<file path="src/hdl/rvfi_pkg.sv">
package rvfi_pkg;

	// datapath widths
	localparam int XLEN    = 32;		// register and pc width
	localparam int NREG    = 32;		// architectural registers x0..x31
	localparam int REG_AW  = $clog2(NREG);	// register index width
	localparam int ORDER_W = 16;		// retirement index and error counter width

	// one register value or pc
	typedef logic [XLEN-1:0] xlen_t;

	// register index as carried on rs1/rs2/rd
	typedef logic [REG_AW-1:0] reg_addr_t;

	// retirement index since reset, wraps around
	typedef logic [ORDER_W-1:0] order_t;

	// failing retirement count, saturates at all ones
	typedef logic [ORDER_W-1:0] count_t;

	// failure causes, pc causes rank above register causes
	typedef enum logic [2:0] {
		cause_none         = 3'd0,	// no failure
		cause_pc_jump      = 3'd1,	// pc_rdata differs from previous pc_wdata
		cause_pc_misalign  = 3'd2,	// next pc not word aligned
		cause_rs1_mismatch = 3'd3,	// rs1 value differs from shadow
		cause_rs2_mismatch = 3'd4,	// rs2 value differs from shadow
		cause_x0_write     = 3'd5	// nonzero value written to x0
	} fail_cause_t;

endpackage

</file>
<file path="src/hdl/pc_flow_check.sv">
`timescale 1ns/100ps

module pc_flow_check (
	input  logic                  clk,
	input  logic                  reset,

	// retirement port
	input  logic                  rvfi_valid,
	input  logic                  rvfi_trap,
	input  rvfi_pkg::xlen_t       rvfi_pc_rdata,	// address of retired instruction
	input  rvfi_pkg::xlen_t       rvfi_pc_wdata,	// address of next instruction

	// result, one cycle after the retirement
	output logic                  retired,
	output logic                  pc_fail,
	output rvfi_pkg::fail_cause_t pc_cause
);

	rvfi_pkg::xlen_t next_pc;	// pc_wdata of the last retirement
	logic            have_pc;	// next_pc holds a real value
	logic            pc_jump;
	logic            pc_misalign;

	// the first retirement after reset has nothing to compare against
	assign pc_jump = have_pc && (rvfi_pc_rdata != next_pc);

	// a trapping instruction reports the handler address, alignment not checked
	assign pc_misalign = !rvfi_trap && (rvfi_pc_wdata[1:0] != 2'b00);

	always_ff @(posedge clk) begin
		if (reset) begin
			retired  <= 1'b0;
			pc_fail  <= 1'b0;
			pc_cause <= rvfi_pkg::cause_none;
			have_pc  <= 1'b0;
		end else begin
			retired <= rvfi_valid;
			pc_fail <= rvfi_valid && (pc_jump || pc_misalign);
			if (rvfi_valid && pc_jump) begin
				pc_cause <= rvfi_pkg::cause_pc_jump;	// jump wins over misalign
			end else if (rvfi_valid && pc_misalign) begin
				pc_cause <= rvfi_pkg::cause_pc_misalign;
			end else begin
				pc_cause <= rvfi_pkg::cause_none;
			end
			if (rvfi_valid) begin
				have_pc <= 1'b1;
			end
		end
	end

	// traps store their next pc too, the handler entry is where flow continues
	always_ff @(posedge clk) begin
		if (rvfi_valid) begin
			next_pc <= rvfi_pc_wdata;
		end
	end

	// a failure is only ever reported for a retirement one cycle back
	a_fail_after_valid : assert property (
		@(posedge clk) disable iff (reset)
		pc_fail |-> $past(rvfi_valid)
	) else $error("pc_fail without a retirement in the previous cycle");

	// the report block picks the cause by pc_fail alone
	a_fail_has_cause : assert property (
		@(posedge clk) disable iff (reset)
		pc_fail |-> (pc_cause != rvfi_pkg::cause_none)
	) else $error("pc_fail raised with cause_none");

endmodule

</file>
<file path="src/hdl/reg_shadow_check.sv">
`timescale 1ns/100ps

module reg_shadow_check (
	input  logic                  clk,
	input  logic                  reset,

	// retirement port
	input  logic                  rvfi_valid,
	input  logic                  rvfi_trap,
	input  rvfi_pkg::reg_addr_t   rvfi_rs1_addr,
	input  rvfi_pkg::reg_addr_t   rvfi_rs2_addr,
	input  rvfi_pkg::reg_addr_t   rvfi_rd_addr,
	input  rvfi_pkg::xlen_t       rvfi_rs1_rdata,	// rs1 value before the instruction
	input  rvfi_pkg::xlen_t       rvfi_rs2_rdata,	// rs2 value before the instruction
	input  rvfi_pkg::xlen_t       rvfi_rd_wdata,	// rd value after the instruction

	// result, one cycle after the retirement
	output logic                  reg_fail,
	output rvfi_pkg::fail_cause_t reg_cause
);

	rvfi_pkg::xlen_t              shadow [rvfi_pkg::NREG];	// last value seen per register
	logic [rvfi_pkg::NREG-1:0]    known;			// shadow entry holds a real value
	logic                         retired_q;		// local copy of the valid strobe

	logic                         check_en;
	logic                         wr_en;
	logic                         rs1_bad;
	logic                         rs2_bad;
	logic                         x0_bad;
	rvfi_pkg::fail_cause_t        cause_next;

	// trapped instructions neither check nor update the file
	assign check_en = rvfi_valid && !rvfi_trap;
	assign wr_en    = check_en && (rvfi_rd_addr != '0);

	// reads compare against the file as it was before this retirement
	assign rs1_bad = known[rvfi_rs1_addr] && (shadow[rvfi_rs1_addr] != rvfi_rs1_rdata);
	assign rs2_bad = known[rvfi_rs2_addr] && (shadow[rvfi_rs2_addr] != rvfi_rs2_rdata);
	assign x0_bad  = (rvfi_rd_addr == '0) && (rvfi_rd_wdata != '0);

	always_comb begin
		if (rs1_bad) begin
			cause_next = rvfi_pkg::cause_rs1_mismatch;
		end else if (rs2_bad) begin
			cause_next = rvfi_pkg::cause_rs2_mismatch;
		end else if (x0_bad) begin
			cause_next = rvfi_pkg::cause_x0_write;
		end else begin
			cause_next = rvfi_pkg::cause_none;
		end
	end

	always_ff @(posedge clk) begin
		if (reset) begin
			reg_fail  <= 1'b0;
			reg_cause <= rvfi_pkg::cause_none;
			retired_q <= 1'b0;
		end else begin
			retired_q <= rvfi_valid;
			reg_fail  <= check_en && (cause_next != rvfi_pkg::cause_none);
			reg_cause <= check_en ? cause_next : rvfi_pkg::cause_none;
		end
	end

	// only x0 survives reset as known
	always_ff @(posedge clk) begin
		if (reset) begin
			known <= rvfi_pkg::NREG'(1);
		end else if (wr_en) begin
			known[rvfi_rd_addr] <= 1'b1;
		end
	end

	// x0 is loaded with zero at reset and never written afterwards
	always_ff @(posedge clk) begin
		if (reset) begin
			shadow[0] <= '0;
		end else if (wr_en) begin
			shadow[rvfi_rd_addr] <= rvfi_rd_wdata;
		end
	end

	a_x0_stable : assert property (
		@(posedge clk) disable iff (reset)
		known[0] && (shadow[0] == '0)
	) else $error("x0 shadow entry lost its known zero value");

	// fail must line up with the retirement it belongs to
	a_fail_after_valid : assert property (
		@(posedge clk) disable iff (reset)
		reg_fail |-> retired_q
	) else $error("reg_fail without a retirement in the previous cycle");

endmodule

</file>
<file path="src/hdl/check_report.sv">
`timescale 1ns/100ps

module check_report (
	input  logic                  clk,
	input  logic                  reset,

	// from the checkers, one cycle after the retirement
	input  logic                  retired,
	input  logic                  pc_fail,
	input  rvfi_pkg::fail_cause_t pc_cause,
	input  logic                  reg_fail,
	input  rvfi_pkg::fail_cause_t reg_cause,

	// per retirement report
	output logic                  fail,
	output rvfi_pkg::fail_cause_t fail_cause,
	output rvfi_pkg::order_t      fail_order,

	// run summary
	output logic                  error,
	output rvfi_pkg::fail_cause_t first_cause,
	output rvfi_pkg::count_t      err_count
);

	rvfi_pkg::order_t      order_q;	// index of the retirement now at the checker outputs
	logic                  any_fail;
	rvfi_pkg::fail_cause_t merged_cause;

	assign any_fail     = pc_fail || reg_fail;
	assign merged_cause = pc_fail ? pc_cause : reg_cause;	// pc faults rank first

	// retirement counter, wraps
	always_ff @(posedge clk) begin
		if (reset) begin
			order_q <= '0;
		end else if (retired) begin
			order_q <= order_q + 1'b1;
		end
	end

	always_ff @(posedge clk) begin
		if (reset) begin
			fail       <= 1'b0;
			fail_cause <= rvfi_pkg::cause_none;
			fail_order <= '0;
		end else begin
			fail       <= any_fail;
			fail_cause <= any_fail ? merged_cause : rvfi_pkg::cause_none;
			if (any_fail) begin
				fail_order <= order_q;
			end
		end
	end

	always_ff @(posedge clk) begin
		if (reset) begin
			error       <= 1'b0;
			first_cause <= rvfi_pkg::cause_none;
			err_count   <= '0;
		end else if (any_fail) begin
			error <= 1'b1;
			if (!error) begin
				first_cause <= merged_cause;	// only the first one is kept
			end
			if (err_count != '1) begin
				err_count <= err_count + 1'b1;	// saturate at max
			end
		end
	end

	a_count_monotonic : assert property (
		@(posedge clk) disable iff (reset)
		!$past(reset) |-> (err_count >= $past(err_count))
	) else $error("err_count decreased without reset");

	a_error_sticky : assert property (
		@(posedge clk) disable iff (reset)
		error |=> error
	) else $error("error dropped without reset");

endmodule

</file>
<file path="src/hdl/rvfi_monitor.sv">
`timescale 1ns/100ps

module rvfi_monitor (
	input  logic                  clk,
	input  logic                  reset,

	// retirement port from the core
	input  logic                  rvfi_valid,
	input  logic                  rvfi_trap,
	input  rvfi_pkg::xlen_t       rvfi_pc_rdata,
	input  rvfi_pkg::xlen_t       rvfi_pc_wdata,
	input  rvfi_pkg::reg_addr_t   rvfi_rs1_addr,
	input  rvfi_pkg::xlen_t       rvfi_rs1_rdata,
	input  rvfi_pkg::reg_addr_t   rvfi_rs2_addr,
	input  rvfi_pkg::xlen_t       rvfi_rs2_rdata,
	input  rvfi_pkg::reg_addr_t   rvfi_rd_addr,
	input  rvfi_pkg::xlen_t       rvfi_rd_wdata,

	// report, two cycles after the retirement
	output logic                  fail,
	output rvfi_pkg::fail_cause_t fail_cause,
	output rvfi_pkg::order_t      fail_order,
	output logic                  error,
	output rvfi_pkg::fail_cause_t first_cause,
	output rvfi_pkg::count_t      err_count
);

	logic                  retired;
	logic                  pc_fail;
	rvfi_pkg::fail_cause_t pc_cause;
	logic                  reg_fail;
	rvfi_pkg::fail_cause_t reg_cause;

	pc_flow_check u_pc_flow (
		.clk			(clk),
		.reset			(reset),
		.rvfi_valid		(rvfi_valid),
		.rvfi_trap		(rvfi_trap),
		.rvfi_pc_rdata	(rvfi_pc_rdata),
		.rvfi_pc_wdata	(rvfi_pc_wdata),
		.retired		(retired),
		.pc_fail		(pc_fail),
		.pc_cause		(pc_cause)
	);

	reg_shadow_check u_reg_shadow (
		.clk			(clk),
		.reset			(reset),
		.rvfi_valid		(rvfi_valid),
		.rvfi_trap		(rvfi_trap),
		.rvfi_rs1_addr	(rvfi_rs1_addr),
		.rvfi_rs2_addr	(rvfi_rs2_addr),
		.rvfi_rd_addr	(rvfi_rd_addr),
		.rvfi_rs1_rdata	(rvfi_rs1_rdata),
		.rvfi_rs2_rdata	(rvfi_rs2_rdata),
		.rvfi_rd_wdata	(rvfi_rd_wdata),
		.reg_fail		(reg_fail),
		.reg_cause		(reg_cause)
	);

	check_report u_report (
		.clk			(clk),
		.reset			(reset),
		.retired		(retired),
		.pc_fail		(pc_fail),
		.pc_cause		(pc_cause),
		.reg_fail		(reg_fail),
		.reg_cause		(reg_cause),
		.fail			(fail),
		.fail_cause		(fail_cause),
		.fail_order		(fail_order),
		.error			(error),
		.first_cause	(first_cause),
		.err_count		(err_count)
	);

endmodule

</file>
<file path="config.mk">
export PLATFORM = sky130hd
export DESIGN_NAME = rvfi_monitor
export DESIGN_NICKNAME = d
export VERILOG_FILES = /design/src/hdl/rvfi_pkg.sv /design/src/hdl/pc_flow_check.sv /design/src/hdl/reg_shadow_check.sv /design/src/hdl/check_report.sv /design/src/hdl/rvfi_monitor.sv
export SDC_FILE = /design/constraint.sdc
export NUM_CORES = 2
export LEC_CHECK = 0
export BUFFER_PORTS_ARGS = -buffer_cell sky130_fd_sc_hd__buf_2
export CAP_MARGIN = 25
export CORE_MARGIN = 3
export CORE_UTILIZATION = 58
export DETAILED_ROUTE_END_ITERATION = 16
export PLACE_DENSITY = 0.8
export RECOVER_POWER = 50
export SYNTH_ARGS = -nofsm -noshare
export SYNTH_HDL_FRONTEND = slang
export SYNTH_HIERARCHICAL = 1
export SYNTH_SLANG_ARGS = --single-unit
</file>
<file path="constraint.sdc">
create_clock -name clk -period 10.15 [get_ports clk]
set_clock_uncertainty 0.2 [all_clocks]
set_input_delay 1.015 -clock clk [delete_from_list [all_inputs] [get_ports clk]]
set_output_delay 1.015 -clock clk [all_outputs]
set_load 0.02 [all_outputs]
</file>
==> impl_metrics.json <==
{
  "htree_levels": 3,
  "yosysWarnings": 6,
  "fin_crit_ns": 7.42,
  "critPathMaxStageDelay_ns": 2.09,
  "path_cells": "clkbuf_1 -> inv_1 -> nand2_1 -> a21oi_4 -> clkbuf_1 -> and2_1",
  "grt_overflow": 0,
  "maxCapViolations": 40,
  "grt_pass1_vias": 35258,
  "async_flop_share_pct": 0,
  "nets": 3596,
  "finalInstanceArea_um2": 60400,
  "final-max-slew-violation-count": 1009,
  "rows": 111,
  "dr.first_iter.drc_count": 6857,
  "placed_area_um2": 56800,
  "critPathLaunchType": "input pin",
  "yosysUniqueCellTypes": 88,
  "synth-seq-cells": 1153,
  "hp-class": "flip-flop to flip-flop",
  "grtUsageTotal_pct": 36.4,
  "p_leak_nw": 17.7,
  "worst-path-buf-inv": 3,
  "die_h_um": 313,
  "dp_cells": 4536,
  "num_io_pins": 219,
  "outcome": "finished with violations",
  "final_antenna_net_count": 0,
  "fin_ws_ns": 2.73,
  "port_buffers": 218,
  "grt_pass1_wl_um": 253000,
  "crit_family": "buffers and inverters",
  "finalHoldViolations": 0,
  "post_cts_buffers": 0,
  "ctsLongestPathBuffers": 3,
  "design.core.area_um2": 92400,
  "p_total_mw": 10.2,
  "cts_root_buffer": "clkbuf_16",
  "gp_congestion": 0.969,
  "whs_ns": 0.248,
  "timing.fmax_mhz": 135,
  "post-route-drc-count": 0,
  "fin_setup_tns_ns": 0,
  "cts_tree": "done",
  "synth_edf_count": 1056,
  "syn_area_um2": 54500,
  "max-slew-margin-rel_pct": -194,
  "routed_wl_um": 180000,
  "cts_made_buffers": 116,
  "crit_top_cell": "clkbuf_1",
  "viasPerCell": 7.63,
  "rsz0062_at_grt": "false",
  "yosysSeqAreaShare_pct": 61.7,
  "cts_num_sinks": 1153,
  "period_share_pct": 73.1,
  "cp.required_ns": 10.23,
  "postCtsHoldBufs": 0,
  "critPathSlowestCell": "clkbuf_1",
  "drive_gt1_share_pct": 25.4,
  "grt_max_degree": 113,
  "die_area_um2": 97700,
  "violations": "capacitance limit, slew limit",
  "syn_inst": 3214,
  "antenna_found_initial": 12,
  "worst_slew_pin_slew_ns": 4.41,
  "peakVddDrop_v": 0.000165,
  "dr.pass1.iters": 8,
  "clk_latency_ns": 0.73,
  "crit_arrival_ns": 7.50,
  "final_util_pct": 65.4,
  "final_cells": 4763,
  "critPathMaxFanout": 63,
  "powerDensity_nw_per_um2": 169,
  "final-setup-viol-count": 0,
  "syn_to_final_growth_pct": 10.9,
  "dp_slack_ns": 4.42,
  "critPathCaptureType": "flip-flop",
  "synth_nets": 3395,
  "num_vias": 36328,
  "cts_resized": 0,
  "die_w_um": 313,
  "crit_type": "input pin to flip-flop",
  "avgSynthCellArea_um2": 17.0,
  "path_clk_slew_ns": 0.06,
  "start_util_pct": 59.0,
  "synthFlopType": "edfxtp_1",
  "hpwl_um": 109000,
  "wire_per_inst_um": 37.7
}
==> routing by layer <==
| metal | track usage (%) | part of all wire [%] | up-vias |
|---|---|---|---|
| met3 | 14.1 | 17 | 844 |
| met1 | 46.9 | 32 | 18032 |
| met4 | 23.3 | 8.0 | 14 |
| met2 | 52.0 | 43 | 3662 |
| met5 | 0.939 | 0.12 | - |
| li1 | - | - | 13776 |
==> placed cells by master, fill, tap and decap left out, drive strengths merged, types with 73 or more instances in the layout <==
| cell | n |
|---|---|
| edfxtp | 1056 |
| mux4 | 415 |
| mux2i | 280 |
| buf | 227 |
| clkbuf | 215 |
| nand2 | 121 |
| nor2 | 107 |
| a22oi | 103 |
| dfxtp | 97 |
| xor2 | 73 |
==> state kept, by name, summed over array words and instances, names as in the netlist <==
| name | cells |
|---|---|
| u_pc_flow/next_pc | 32 |
| u_pc_flow/have_pc | 1 |
| u_report/order_q | 16 |
| u_reg_shadow/known | 32 |
| u_report/fail_cause | 3 |
| u_reg_shadow/shadow | 1024 |
| u_report/fail | 1 |
| u_reg_shadow/reg_fail | 1 |
| u_report/fail_order | 16 |
| u_report/error | 1 |
| u_reg_shadow/reg_cause | 3 |
| u_pc_flow/retired | 1 |
| u_report/first_cause | 3 |
| u_report/err_count | 16 |
| u_pc_flow/pc_cause | 2 |
| u_pc_flow/pc_fail | 1 |
==> cell usage after synthesis, drive strengths merged, types with 10 or more instances <==
| cell | number | share of area (%) |
|---|---|---|
| mux2 | 30 | 0.62 |
| nor4 | 43 | 0.53 |
| mux4 | 415 | 17 |
| dfxtp | 97 | 3.6 |
| edfxtp | 1056 | 58 |
| a21oi | 69 | 0.64 |
| nand2 | 121 | 0.83 |
| inv | 15 | 0.10 |
| and2 | 46 | 0.53 |
| nor2b | 34 | 0.39 |
| buf | 161 | 2.0 |
| xnor2 | 31 | 0.50 |
| o211ai | 10 | 0.14 |
| nor3 | 24 | 0.23 |
| a211oi | 14 | 0.19 |
| nand2b | 20 | 0.23 |
| xor2 | 73 | 1.2 |
| nand3b | 10 | 0.14 |
| or2 | 13 | 0.15 |
| a22o | 10 | 0.16 |
| o31ai | 12 | 0.17 |
| nor2 | 107 | 0.74 |
| or3 | 12 | 0.14 |
| mux2i | 280 | 5.1 |
| nand4 | 41 | 0.48 |
| nand3 | 57 | 0.52 |
| a221oi | 27 | 0.45 |
| a22oi | 103 | 1.4 |
| a21o | 32 | 0.44 |
| o21ai | 33 | 0.31 |
| clkbuf | 53 | 0.37 |
| and3 | 13 | 0.15 |
| o22ai | 59 | 0.68 |
==> logic make-up (layout without fill, tap and decap cells) <==
group	count (synthesis)	in the layout	share of synthesized area, %
flops	1153	1153	61.7
mux	725	725	23.0
simple gates	574	574	5.58
compound gates	426	426	5.55
buf+inv	229	529	2.45
xor+xnor	104	104	1.67
fa+ha+maj	2	2	0.0459
other cells	1	7	0.00688
==> path summary, 6_finish.rpt <==
kind,startpoint,to,slack (ns),cells past startpoint
worst min-delay path,u_report/fail_order[13],u_report/fail_order[13],0.25,2
worst max-delay path,reset,u_reg_shadow/shadow[2][1],2.73,6
worst min register to register,u_report/fail_order[13],u_report/fail_order[13],0.25,2
worst max register to register,u_reg_shadow/shadow[6][10],u_reg_shadow/reg_fail,6.39,9
==> cell type report <==
cell class,instances,area [µm²]
fill,6133,31900
inverter,15,56.3
sequential,1153,33700
multi-input combinational,1832,19700
tap,1243,1560
timing repair buffer,297,1670
clock inverter,72,652
clock buffer,145,3160
antenna,6,15.0
==> worst register-to-register path: cells and delay by family (launching register included) <==
family | cells | cell delay (ns)
compound gates | 3 | 0.68
xor+xnor | 1 | 0.18
flops | 1 | 0.43
mux | 2 | 0.74
simple gates | 3 | 1.40
==> power by group <==
part           internal, mW  switching (mW)
logic                 0.250           0.488
registers              5.19          0.0207
clock network          2.47            1.82
Note: power is estimated with default switching activity, not from simulation.
